## src/logic/fetch_cfg.svh

```systemverilog
/*
  Configuration macros for the compressed-instruction fetch front end.
  Opcode and function code values must match the 48-bit internal format
  used by decode. RESET_PC must fit in PC_W bits and be parcel aligned.
  COMPRESSED_TAG is compared against bits 7:6 of a first parcel.
*/
`ifndef FETCH_CFG_SVH
`define FETCH_CFG_SVH

// ====================
// Fetch addressing
// ====================
`define PC_W            32
`define RESET_PC        32'h0000_1000

// ====================
// Major opcodes, bits 5:0
// ====================
`define OP_BRK          6'h00
`define OP_R2           6'h02     // Register to register group
`define OP_ADDI         6'h04
`define OP_ANDI         6'h08
`define OP_ORI          6'h09
`define OP_LX           6'h16     // Load, size in low immediate bits
`define OP_JAL          6'h18
`define OP_NOP          6'h1C
`define OP_RET          6'h29
`define OP_SX           6'h36     // Store, size in low immediate bits
`define OP_BCC          6'h38     // Condition in bits 20:18

// R2 function codes, bits 31:26
`define FN_ADD          6'h04
`define FN_SUB          6'h05
`define FN_AND          6'h08
`define FN_OR           6'h09
`define FN_XOR          6'h0A
`define FN_SHIFT        6'h0F     // Shift by immediate 0-31
`define FN_MOV          6'h22

`define CLASS_CODE      2'b10
`define COMPRESSED_TAG  2'b01

`endif

```

## src/logic/fetchPkg.sv

```systemverilog
/*
  Shared types for the fetch front end.
  The PC width comes from the configuration header.
  mapReg covers only the eight registers reachable from a 3-bit field.
*/
`include "fetch_cfg.svh"

package fetchPkg;

	typedef logic [15:0]        parcelT;
	typedef logic [47:0]        instr48T;
	typedef logic [`PC_W-1:0]   pcT;
	typedef logic [4:0]         regT;

	// Aligner to expander stage
	typedef struct packed {
		pcT          pc;
		logic [31:0] raw;            // Low parcel in bits 15:0
		logic        isCompressed;
	} alignedT;

	// Expander to output stage
	typedef struct packed {
		pcT      pc;
		instr48T instr;
	} expandedT;

	// Compressed register field onto the architectural register file
	function automatic regT mapReg(input logic [2:0] rg);
		case (rg)
			3'd0:    mapReg = 5'd1;      // Return value
			3'd1:    mapReg = 5'd3;
			3'd2:    mapReg = 5'd4;      // Temporaries
			3'd3:    mapReg = 5'd11;
			3'd4:    mapReg = 5'd12;     // Register variables
			3'd5:    mapReg = 5'd18;
			3'd6:    mapReg = 5'd19;
			default: mapReg = 5'd20;     // Arguments
		endcase
	endfunction

endpackage

```

## src/logic/parcelAligner.sv

```systemverilog
/*
  Groups 16-bit parcels into one- or two-parcel instructions.
  A first parcel with COMPRESSED_TAG in bits 7:6 is a whole instruction.
  Any other first parcel is held until the high parcel arrives.
  Output is combinational from the parcel input. No flush or redirect.
*/
`timescale 1ns/1ps
`include "fetch_cfg.svh"

module parcelAligner
(
	input  logic             clk,
	input  logic             rstN,
	input  fetchPkg::parcelT parcel,
	input  logic             parcelValid,
	output logic             parcelReady,
	output logic             alignedValid,
	output fetchPkg::pcT     alignedPc,
	output logic [31:0]      alignedInstr,
	output logic             alignedCompressed,
	input  logic             alignedReady
);

	logic             halfFlag;       // Low parcel of a full instruction held
	fetchPkg::parcelT lowParcel;
	fetchPkg::pcT     pc;
	logic             tagCompressed;
	logic             completing;     // This parcel ends an instruction
	logic             accept;

	assign tagCompressed = (parcel[7:6] == `COMPRESSED_TAG);
	assign completing    = halfFlag || tagCompressed;

	// ====================
	// Output side
	// ====================
	assign alignedValid      = parcelValid && completing;
	assign alignedPc         = pc;
	assign alignedCompressed = !halfFlag;
	assign alignedInstr      = halfFlag ? {parcel, lowParcel} : {16'h0000, parcel};

	// Storing a low parcel needs no room downstream
	assign parcelReady = completing ? alignedReady : 1'b1;
	assign accept      = parcelValid && parcelReady;

	always_ff @(posedge clk or negedge rstN)
	begin
		if (!rstN)
		begin
			halfFlag <= 1'b0;
			pc       <= `RESET_PC;
		end
		else if (accept)
		begin
			if (!completing)
				halfFlag <= 1'b1;
			else
			begin
				halfFlag <= 1'b0;
				pc       <= pc + (halfFlag ? fetchPkg::pcT'(4) : fetchPkg::pcT'(2));
			end
		end
	end

	always_ff @(posedge clk)
	begin
		if (accept && !halfFlag)
			lowParcel <= parcel;          // Only kept when not completing
	end

endmodule

```

## src/logic/pipeSlice.sv

```systemverilog
/*
  Single-entry valid/ready register stage with full throughput.
  inReady depends combinationally on outReady.
  A held entry is never overwritten before it is taken.
*/
`timescale 1ns/1ps

module pipeSlice
#(
	parameter type payloadT = logic [7:0]
)
(
	input  logic    clk,
	input  logic    rstN,
	input  logic    inValid,
	output logic    inReady,
	input  payloadT inData,
	output logic    outValid,
	input  logic    outReady,
	output payloadT outData
);

	logic    full;
	payloadT dataReg;

	assign inReady  = !full || outReady;  // Empty, or draining this cycle
	assign outValid = full;
	assign outData  = dataReg;

	always_ff @(posedge clk or negedge rstN)
	begin
		if (!rstN)
			full <= 1'b0;
		else if (inValid && inReady)
			full <= 1'b1;
		else if (outReady)
			full <= 1'b0;
	end

	always_ff @(posedge clk)
	begin
		if (inValid && inReady)
			dataReg <= inData;
	end

endmodule

```

## src/logic/instrExpander.sv

```systemverilog
/*
  Expands a compressed instruction into the 48-bit internal format.
  Full instructions pass through zero-extended to 48 bits.
  Decode uses bits 15:12 and bit 6 of the low parcel.
  Unassigned codes become a NOP with all fields zero.
*/
`timescale 1ns/1ps
`include "fetch_cfg.svh"

module instrExpander
(
	input  logic [31:0]       rawInstr,
	input  logic              isCompressed,
	output fetchPkg::instr48T expanded
);

	logic [15:0]   c;
	logic [4:0]    imm5;             // Common split immediate
	logic [13:0]   fieldHi;          // Bits 31:18
	fetchPkg::regT rt;               // Bits 17:13
	fetchPkg::regT ra;               // Bits 12:8
	logic [5:0]    op;
	logic [5:0]    aluFn;

	assign c    = rawInstr[15:0];
	assign imm5 = {c[11:8], c[5]};

	// Function for the mapped-register R2 group
	always_comb
	begin
		case (c[11:10])
			2'd0:    aluFn = `FN_SUB;
			2'd1:    aluFn = `FN_AND;
			2'd2:    aluFn = `FN_OR;
			default: aluFn = `FN_XOR;
		endcase
	end

	always_comb
	begin
		fieldHi = '0;
		rt      = '0;
		ra      = '0;
		op      = `OP_NOP;
		casez ({c[15:12], c[6]})
			5'b00000:
			begin
				rt = c[4:0];
				ra = c[4:0];
				op = `OP_ADDI;
				if (c[4:0] == 5'd31)
					fieldHi = {{6{c[11]}}, imm5, 3'b000};  // SP adjust in doublewords
				else
					fieldHi = {{9{c[11]}}, imm5};
			end
			5'b00010:
			begin
				if (c[4:0] == 5'd0)
				begin
					fieldHi = {8'd0, 4'd1, 2'd0};          // BRK cause class
					rt      = 5'd1;
					ra      = imm5;
					op      = `OP_BRK;
				end
				else
				begin
					fieldHi = {{9{c[11]}}, imm5};          // LDI as ORI from r0
					rt      = c[4:0];
					op      = `OP_ORI;
				end
			end
			5'b00100:
			begin
				if (c[4:0] == 5'd0)
				begin
					fieldHi = {6'd0, imm5, 3'd0};          // Stack release
					rt      = 5'd29;
					ra      = 5'd31;
					op      = `OP_RET;
				end
				else
				begin
					fieldHi = {{9{c[11]}}, imm5};
					rt      = c[4:0];
					ra      = c[4:0];
					op      = `OP_ANDI;
				end
			end
			5'b00110:
			begin
				fieldHi = {`FN_SHIFT, 3'd0, imm5};        // SHLI
				rt      = c[4:0];
				ra      = c[4:0];
				op      = `OP_R2;
			end
			5'b01000:
			begin
				rt = fetchPkg::mapReg(c[2:0]);
				ra = fetchPkg::mapReg(c[2:0]);
				op = `OP_R2;
				case (c[5:4])
					2'd0: fieldHi = {`FN_SHIFT, 3'd1, c[11:8], c[3]};   // SHRI
					2'd1: fieldHi = {`FN_SHIFT, 3'd3, c[11:8], c[3]};   // ASRI
					2'd2:
					begin
						fieldHi = {{9{c[11]}}, c[11:8], c[3]};
						op      = `OP_ORI;
					end
					default: fieldHi = {aluFn, 3'b011, fetchPkg::mapReg({c[9:8], c[3]})};
				endcase
			end
			5'b01110:
			begin
				fieldHi = {c[11], c[11:8], c[5:0], 3'd0}; // BRA as r0 == r0
				op      = `OP_BCC;
			end
			5'b10??0, 5'b11??0:
			begin
				fieldHi = {{6{c[11]}}, imm5, 2'b00, c[14]};  // BEQZ or BNEZ
				ra      = c[4:0];
				op      = `OP_BCC;
			end
			5'b00001:
			begin
				fieldHi = {`FN_MOV, 3'd7, 5'd0};
				rt      = imm5;
				ra      = c[4:0];
				op      = `OP_R2;
			end
			5'b00011:
			begin
				fieldHi = {`FN_ADD, 3'b011, c[4:0]};      // Word size at 25:23
				rt      = imm5;
				ra      = c[4:0];
				op      = `OP_R2;
			end
			5'b00101:
			begin
				rt = imm5;                                 // JALR link register
				ra = c[4:0];
				op = `OP_JAL;
			end
			5'b01??1, 5'b10??1, 5'b11??1:
			begin
				// c[12] picks word over half, c[13] picks FP over SP
				op = (c[15:14] == 2'b10 || c[15:13] == 3'b111) ? `OP_SX : `OP_LX;
				if (c[15:14] == 2'b11)
				begin
					rt      = fetchPkg::mapReg({c[9:8], c[5]});
					ra      = fetchPkg::mapReg(c[2:0]);
					fieldHi = c[12] ? {{7{c[11]}}, c[11:10], c[4:3], 3'd4}
					                : {{8{c[11]}}, c[11:10], c[4:3], 2'd2};
				end
				else
				begin
					rt      = c[4:0];
					ra      = c[13] ? 5'd30 : 5'd31;
					fieldHi = c[12] ? {{6{c[11]}}, imm5, 3'd4} : {{7{c[11]}}, imm5, 2'd2};
				end
			end
			default: op = `OP_NOP;
		endcase
	end

	assign expanded = isCompressed ? {16'h0000, fieldHi, rt, ra, `CLASS_CODE, op}
	                               : {16'h0000, rawInstr};

endmodule

```

## src/logic/fetchExpandTop.sv

```systemverilog
/*
  Fetch front end from parcel stream to 48-bit instructions.
  Two register slices give a latency of two cycles from the last parcel.
  No flush input. The upstream must restart the stream on a redirect.
*/
`timescale 1ns/1ps

module fetchExpandTop
(
	input  logic              clk,
	input  logic              rstN,
	input  fetchPkg::parcelT  parcel,
	input  logic              parcelValid,
	output logic              parcelReady,
	output logic              outValid,
	output fetchPkg::pcT      outPc,
	output fetchPkg::instr48T outInstr,
	input  logic              outReady
);

	logic               alignedValid;
	logic               alignedReady;
	fetchPkg::pcT       alignedPc;
	logic [31:0]        alignedInstr;
	logic               alignedCompressed;
	fetchPkg::alignedT  alignIn;
	fetchPkg::alignedT  alignOut;
	logic               alignOutValid;
	logic               alignOutReady;
	fetchPkg::instr48T  expandedWord;
	fetchPkg::expandedT expIn;
	fetchPkg::expandedT expOut;

	// ====================
	// Stage 1, alignment
	// ====================
	parcelAligner u_parcelAligner (
		.clk(clk), .rstN(rstN),
		.parcel(parcel), .parcelValid(parcelValid), .parcelReady(parcelReady),
		.alignedValid(alignedValid), .alignedPc(alignedPc), .alignedInstr(alignedInstr),
		.alignedCompressed(alignedCompressed), .alignedReady(alignedReady)
	);

	assign alignIn.pc           = alignedPc;
	assign alignIn.raw          = alignedInstr;
	assign alignIn.isCompressed = alignedCompressed;

	pipeSlice #(.payloadT(fetchPkg::alignedT)) u_alignSlice (
		.clk(clk), .rstN(rstN),
		.inValid(alignedValid), .inReady(alignedReady), .inData(alignIn),
		.outValid(alignOutValid), .outReady(alignOutReady), .outData(alignOut)
	);

	// ====================
	// Stage 2, expansion
	// ====================
	instrExpander u_instrExpander (
		.rawInstr(alignOut.raw), .isCompressed(alignOut.isCompressed),
		.expanded(expandedWord)
	);

	assign expIn.pc    = alignOut.pc;
	assign expIn.instr = expandedWord;

	pipeSlice #(.payloadT(fetchPkg::expandedT)) u_outSlice (
		.clk(clk), .rstN(rstN),
		.inValid(alignOutValid), .inReady(alignOutReady), .inData(expIn),
		.outValid(outValid), .outReady(outReady), .outData(expOut)
	);

	assign outPc    = expOut.pc;
	assign outInstr = expOut.instr;

endmodule

```

## config.mk

```make
export PLATFORM = sky130hd
export DESIGN_NAME = fetchExpandTop
export DESIGN_NICKNAME = d
export VERILOG_FILES = /design/src/logic/fetchPkg.sv /design/src/logic/parcelAligner.sv /design/src/logic/pipeSlice.sv /design/src/logic/instrExpander.sv /design/src/logic/fetchExpandTop.sv
export VERILOG_INCLUDE_DIRS = /design/src /design/src/logic
export SDC_FILE = /design/constraint.sdc
export NUM_CORES = 1
export LEC_CHECK = 0
export BUFFER_PORTS_ARGS = -buffer_cell sky130_fd_sc_hd__buf_2
export CORE_UTILIZATION = 31
export DETAILED_ROUTE_END_ITERATION = 7
export PLACE_DENSITY = 0.58
export SYNTH_ARGS = -nofsm -noshare
export SYNTH_HDL_FRONTEND = slang
export SYNTH_SLANG_ARGS = --single-unit
```

## constraint.sdc

```tcl
create_clock -name clk -period 4.5 [get_ports clk]
set_input_delay 0.225 -clock clk [delete_from_list [all_inputs] [get_ports clk]]
set_output_delay 0.225 -clock clk [all_outputs]
set_load 0.005 [all_outputs]
```

==> flow_summary.ini, run 1 <==
[status]
status = finished, final reports clean

[worst_setup_path]
timing.rr.start = u_parcelAligner.halfFlag
rr_worst_depth = 9
regToRegSetupSlack_ns = 1.63
path_depth = 9
cp_max_fo = 5
crit_slowest_cell = nor4_1
end_kind = flip-flop
timing.rr.end = u_parcelAligner.alignedPc[27]
path_cells = inv_1 > ha_1 > inv_1 > fa_1 > and3b_1 > o2111ai_1 > nor4_1 > nand4_1 > xnor2_1
critical_path_class = reg -> reg
start_kind = flip-flop
path_common_cell = inv_1
max_stage_delay_ns = 0.82
arrival_ns = 3.19
critPathTopFamily = simple AND/OR/NAND/NOR gates
critPathBufInv = 2
critPathRequiredTime_ns = 4.82

[detailed_routing]
wl_met1_um = 9450
drtIter0Drc = 566
wl_per_cell_um = 19.1
viasPerCell = 5.28
routed_wirelength_um = 21800
wl_met3_um = 1920
drc = 0
final_antenna_net_count = 0
drt_first_pass_iters = 5
vias = 6035
met2_wirelength_um = 10100
top_layer_used = met4

[cells_and_area]
final_cell_mix = 143 x edfxtp_1, 84 x buf_2, 54 x nand2_1, 44 x o21ai_0, 44 x a21oi_1
areaGrowthSynthToFinish_pct = 16.6
nFillCells = 2677
drive_above_1_share = 0.205
layout_commonest_cell = edfxtp_1
final_nets = 811
antenna_cells = 0
final_area_mm2 = 0.00986

[cts]
cts_num_sinks = 177
cts-root-buf = clkbuf_16
cts.path.max_buffers = 2
cts_made_buffers = 17
postCtsSetupBuffers = 0
cts_tree = yes
htreeDepth = 4
clkSlewWorstSetupHoldPaths_ns = 0.07
clk_latency_ns = 0.44

[yosys]
syn-mean-instance-area_um2 = 11.9
synth_enable_flop_cells = 143
ys_warn_count = 0
ys_ff_latch = 177
synthCells = 712
ys_seq_area_frac = 0.608
synth_cell_type_count = 74
async_flop_share = 0.192
ys.flop_type = edfxtp_1
syn_area_mm2 = 0.00846

[floorplan]
die_area_mm2 = 0.0280
die_x_um = 167
pin_count = 102
rows = 60
start_util = 0.315
die_y_um = 167
coreArea_mm2 = 0.0269

[timing]
period_share = 0.639
rsz0062_at_grt = false
finalSetupViolCount = 0
finalSetupTns_ns = 0
hold_viol_final = 0
slew_headroom = 0.352
tightestPinTransition_ns = 0.972
fin_crit_ns = 2.87
max_freq_mhz = 348
skew_ns = 0.0172
slew_violations = 0

[power_and_ir_drop]
fin_total_pwr_w = 0.00440
leakagePower_nw = 3.63
peakVddDrop_mv = 0.200
p_per_area_mw_per_mm2 = 446

[global_route]
grt_start_max_net_pins = 39
antenna_found_initial = 0
grt_usage = 0.159
grt_first_pass_wirelength_um = 34300
grt-ovfl-total = 0
grt_pass1_vias = 5791

[hold_path]
min_to = u_parcelAligner.lowParcel[7]
hold_path.class = in -> reg
holdPathStages = 1
hold_path_startpoint = parcel[7]

[place]
routabilityCongestion = 0.970
dp_hpwl_um = 14600
io_buffer_count = 84
dpl_cell_area_mm2 = 0.00909

[flow_run]
drv_cap = 0
[through the flow]
stage	setup WS, ns	cells	hold slack [ns]	utilization
5_1_grt	1.31	1142	0.0461	0.367
6_report	1.63	1142	0.0610	0.367
4_1_cts	1.53	1142	0.0505	0.367
3_5_place_dp	1.53	1094	0.347	0.338
2_1_floorplan	1.85	728	-0.0706	-
3_3_place_gp	1.61	1094	0.346	0.338
[worst max-delay path by stage]
stage,start,endpoint
after CTS,u_parcelAligner.halfFlag,u_parcelAligner.alignedPc[27]
final,u_parcelAligner.halfFlag,u_parcelAligner.alignedPc[27]
after detailed placement,u_parcelAligner.halfFlag,u_parcelAligner.alignedPc[27]
after global routing,u_parcelAligner.halfFlag,u_parcelAligner.alignedPc[27]
after floorplan,u_parcelAligner.halfFlag,u_parcelAligner.alignedPc[27]
after global placement,u_parcelAligner.halfFlag,u_parcelAligner.alignedPc[27]
[area by class of cell]
| cell class | count | area, µm² | area share |
|---|---|---|---|
| sequential | 177 | 5150 | 0.522 |
| clock inverter | 15 | 185 | 0.0188 |
| inverter | 22 | 82.6 | 0.00837 |
| tap | 341 | 427 | 0.0433 |
| multi-input combinational | 459 | 2930 | 0.297 |
| timing repair buffer | 111 | 663 | 0.0673 |
| clock buffer | 17 | 425 | 0.0431 |
[report_power, final]
| part | internal, W | switching, W |
|---|---|---|
| clock network | 0.000755 | 0.000746 |
| registers | 0.00202 | 0.000144 |
| logic | 0.000279 | 0.000455 |
[flip-flops by register name, summed over array words and instances (netlist names)]
name,count
u_parcelAligner.alignedPc,31
u_alignSlice.outValid,1
u_parcelAligner.lowParcel,16
u_parcelAligner.halfFlag,1
u_outSlice.outValid,1
u_alignSlice.outData,64
u_outSlice.outData,63
[Yosys cell counts, types with 4 or more instances]
cell	n	area, µm²
edfxtp_1	143	4290
nand2_1	54	203
a21oi_1	44	220
o21ai_0	44	220
dfrtp_1	33	826
nor2_1	31	116
clkbuf_1	29	109
xnor2_1	27	236
and2_1	23	144
inv_1	22	82.6
buf_4	21	158
nand3_1	21	105
mux2_2	19	214
buf_2	15	75.1
nor3_1	14	70.1
nand4_1	10	62.6
a31oi_1	9	56.3
nand2b_1	8	50.1
nor2b_1	8	50.1
o2bb2ai_1	8	70.1
a211oi_1	7	52.6
o221ai_1	7	61.3
xor2_1	7	61.3
a221oi_1	6	52.6
and3_1	6	37.5
a221o_1	5	50.1
buf_1	5	18.8
o22ai_1	5	31.3
or2_2	5	31.3
a22oi_1	4	30.0
nor3b_1	4	30.0
[metal layers]
layer / track usage / vias up
met1: 0.213 / 2921
met5: 0 / -
met2: 0.250 / 289
met4: 0.0491 / 0
met3: 0.0437 / 40
li1: - / 2785
[logic make-up after synthesis]
family	Yosys count	synth area share
compound gates	179	0.142
buf+inv	92	0.0524
flops	177	0.608
other cells	1	0.000443
fa+ha+maj	3	0.00532
mux	22	0.0294
simple gates	204	0.127
xor+xnor	34	0.0352
[timing repair]
action	CTS	global route
endpoints found under the setup margin	0	0
gates resized for setup	0	0
endpoints found under the hold margin	48	0
hold buffers	16	0
(Power assumes the default switching activity.)
==> inputs of run 2 (changes only) <==
--- a/config.mk
+++ b/config.mk
@@ -6,6 +6,7 @@
 export SDC_FILE = /design/constraint.sdc
 export NUM_CORES = 1
 export LEC_CHECK = 0
+export ABC_AREA = 1
 export BUFFER_PORTS_ARGS = -buffer_cell sky130_fd_sc_hd__buf_2
 export CORE_UTILIZATION = 31
 export DETAILED_ROUTE_END_ITERATION = 7
==> constraint.sdc (replaced) <==
create_clock -name clk -period 2.9 [get_ports clk]
set_input_delay 0.145 -clock clk [delete_from_list [all_inputs] [get_ports clk]]
set_output_delay 0.145 -clock clk [all_outputs]
set_load 0.005 [all_outputs]
==> run 2 against run 1 <==
Net effect: die area grew 5.3%; fmax increased by 29%; setup slack lost 0.96 ns; clock skew is 0.0030 ns lower; design area rose by 6.5%; synthesized cell count is 42% higher; first-iteration DRC count up 6.2%.
==> flow_summary.ini, run 2 <==
[global_route]
grt_first_pass_wirelength_um = 38200
grtUsageMet1 = 0.217
grt-ovfl-total = 0
grt_pass1_vias = 6898
grt_start_max_net_pins = 43
grt_usage = 0.172
grt_util_met2 = 0.299
grt-busiest-layer = met2
grt_use_met3 = 0.0315
antenna_found_initial = 0

[worst_setup_path]
timing.rr.end = u_outSlice.outData[20]
path_common_cell = nand2_1
critical_path_class = reg -> reg
critPathRequiredTime_ns = 3.11
start_kind = flip-flop
cp_max_fo = 11
path_cells = o21ai_2 > inv_1 > o21ai_0 > o21ai_0 > nor2_1 > nand2_1 > nand2_1 > nand2_1
critPathLaunch = u_alignSlice.outData[16]
max_stage_delay_ns = 0.57
end_kind = flip-flop
timing.rr.start = u_alignSlice.outData[16]
arrival_ns = 2.44
rr_worst_depth = 8
regToRegSetupSlack_ns = 0.67
crit_slowest_cell = edfxtp_1

[timing]
finalSetupTns_ns = 0
max_freq_mhz = 448
slew_violations = 0
fin_crit_ns = 2.23
rsz0062_at_grt = false
slew_headroom = 0.472
period_share = 0.770
finalSetupViolCount = 0
tightestPinTransition_ns = 0.792
skew_ns = 0.0142
hold_viol_final = 0

[cells_and_area]
final_nets = 1133
final_area_mm2 = 0.0105
areaGrowthSynthToFinish_pct = 17.9
largest_reg_flops = 64
drive_above_1_share = 0.151
antenna_cells = 0
final_cell_mix = 353 x nand2_1, 143 x edfxtp_1, 93 x nor2_1, 88 x inv_1, 84 x buf_2
layout_commonest_cell = nand2_1
nFillCells = 2904

[floorplan]
die_x_um = 172
die_area_mm2 = 0.0294
coreArea_mm2 = 0.0280
rows = 61
pin_count = 102
die_y_um = 172
start_util = 0.318

[place]
routabilityCongestion = 0.968
io_buffer_count = 84
dp_hpwl_um = 17800
dpl_cell_area_mm2 = 0.00973

[yosys]
synthTopCellsByArea = edfxtp_1 48%, nand2_1 15%, dfrtp_1 9.3%
syn_area_mm2 = 0.00891
ys_seq_area_frac = 0.577
synthTopCellsByCount = 353 x nand2_1, 143 x edfxtp_1, 93 x nor2_1, 89 x inv_1, 69 x nand3_1
ys.flop_type = edfxtp_1
synth_top_area_cell = edfxtp_1
synth_top_area_share = 0.482
ys_ff_latch = 177
synth_enable_flop_cells = 143
synthCells = 1008
synth_most_common_cell = nand2_1
async_flop_share = 0.192
syn-mean-instance-area_um2 = 8.84
synth_cell_type_count = 41
ys_warn_count = 0

[cts]
post_cts_resized = 0
cts_made_buffers = 17
htreeDepth = 4
cts-root-buf = clkbuf_16
cts_num_sinks = 177
cts_tree = yes
postCtsSetupBuffers = 0
hold_buffers = 17
clkSlewWorstSetupHoldPaths_ns = 0.08
clk_latency_ns = 0.44
cts.path.max_buffers = 2

[detailed_routing]
drc = 0
wl_per_cell_um = 16.3
drt_first_pass_iters = 6
viasPerCell = 4.75
vias = 7124
routed_wirelength_um = 24400
drtIter0Drc = 601
final_antenna_net_count = 0

[power_and_ir_drop]
p_per_area_mw_per_mm2 = 685
seq_power_share = 0.482
power.share.clock = 0.329
sw_frac_of_total = 0.318
peakVddDrop_mv = 0.401
power.internal_w = 0.00491
pwr-share-comb = 0.190
leakagePower_nw = 4.63
p_sw_w = 0.00229

[flow_run]
drv_cap = 0

[hold_path]
min_to = u_outSlice.outValid
holdPathStages = 4
hold_path.class = in -> reg
hold_path_startpoint = outReady

[status]
status = finished, final reports clean
run 2: how the worst max path moves through the flow:
stage | slack, ns | cells past startpoint | endpoint
3_5_place_dp | 0.72 | 8 | u_outSlice.outData[20]
2_1_floorplan | 0.29 | 1 | u_outSlice.outData[0]
4_1_cts | 0.72 | 8 | u_outSlice.outData[20]
6_report | 0.67 | 8 | u_outSlice.outData[20]
5_1_grt | 0.47 | 9 | u_outSlice.outData[26]
3_3_place_gp | 0.61 | 8 | u_outSlice.outData[20]
run 2: metal layers:
metal | part of all wire | wire [µm] | vias up
li1 | - | - | 3461
met1 | 0.42 | 10200 | 3359
met2 | 0.50 | 12300 | 265
met3 | 0.059 | 1430 | 39
met4 | 0.019 | 476 | 0
met5 | 0 | 0 | -
run 2: cell type report:
class / count / area (µm²) / share of cell area
timing repair buffer: 118 / 731 / 0.0695
clock inverter: 14 / 168 / 0.0160
clock buffer: 18 / 439 / 0.0418
multi-input combinational: 701 / 3190 / 0.304
tap: 378 / 473 / 0.0450
sequential: 177 / 5150 / 0.490
inverter: 95 / 357 / 0.0339
run 2: power by group through the flow:
stage          Combinational (W)  Clock, W  Sequential [W]
2_1_floorplan           0.000929         0         0.00341
3_3_place_gp             0.00134         0         0.00353
3_5_place_dp             0.00135         0         0.00352
4_1_cts                  0.00137   0.00241         0.00348
5_1_grt                  0.00155   0.00251         0.00351
6_report                 0.00137   0.00237         0.00347
run 2: worst max-delay path, delay by kind of cell, from the launching register on:
kind | cells | cell delay (ns)
AOI/OAI and AO/OA | 3 | 0.77
buffers and inverters | 1 | 0.35
DFF | 1 | 0.57
and+or+nand+nor | 4 | 0.32
run 2: cell families (layout without fill, tap and decap cells):
kind of cell	after synthesis	count (layout)	share of synthesized area
and+or+nand+nor	582	582	0.279
xor gates and xnor gates	16	16	0.0157
AOI/OAI and AO/OA	83	83	0.0501
buffers and inverters	146	245	0.0723
DFF	177	177	0.577
adders and majority gates	3	3	0.00505
other	1	17	0.000421
run 2: per-stage QoR:
step	hold slack, ns	total power, W	cells	setup WS (ns)	util
6_report	0.0472	0.00720	1501	0.666	0.375
5_1_grt	0.0702	0.00757	1501	0.473	0.375
4_1_cts	0.0322	0.00726	1501	0.715	0.375
3_5_place_dp	0.278	0.00487	1452	0.722	0.347
3_3_place_gp	0.272	0.00487	1452	0.615	0.347
2_1_floorplan	-0.151	0.00434	1024	0.291	-
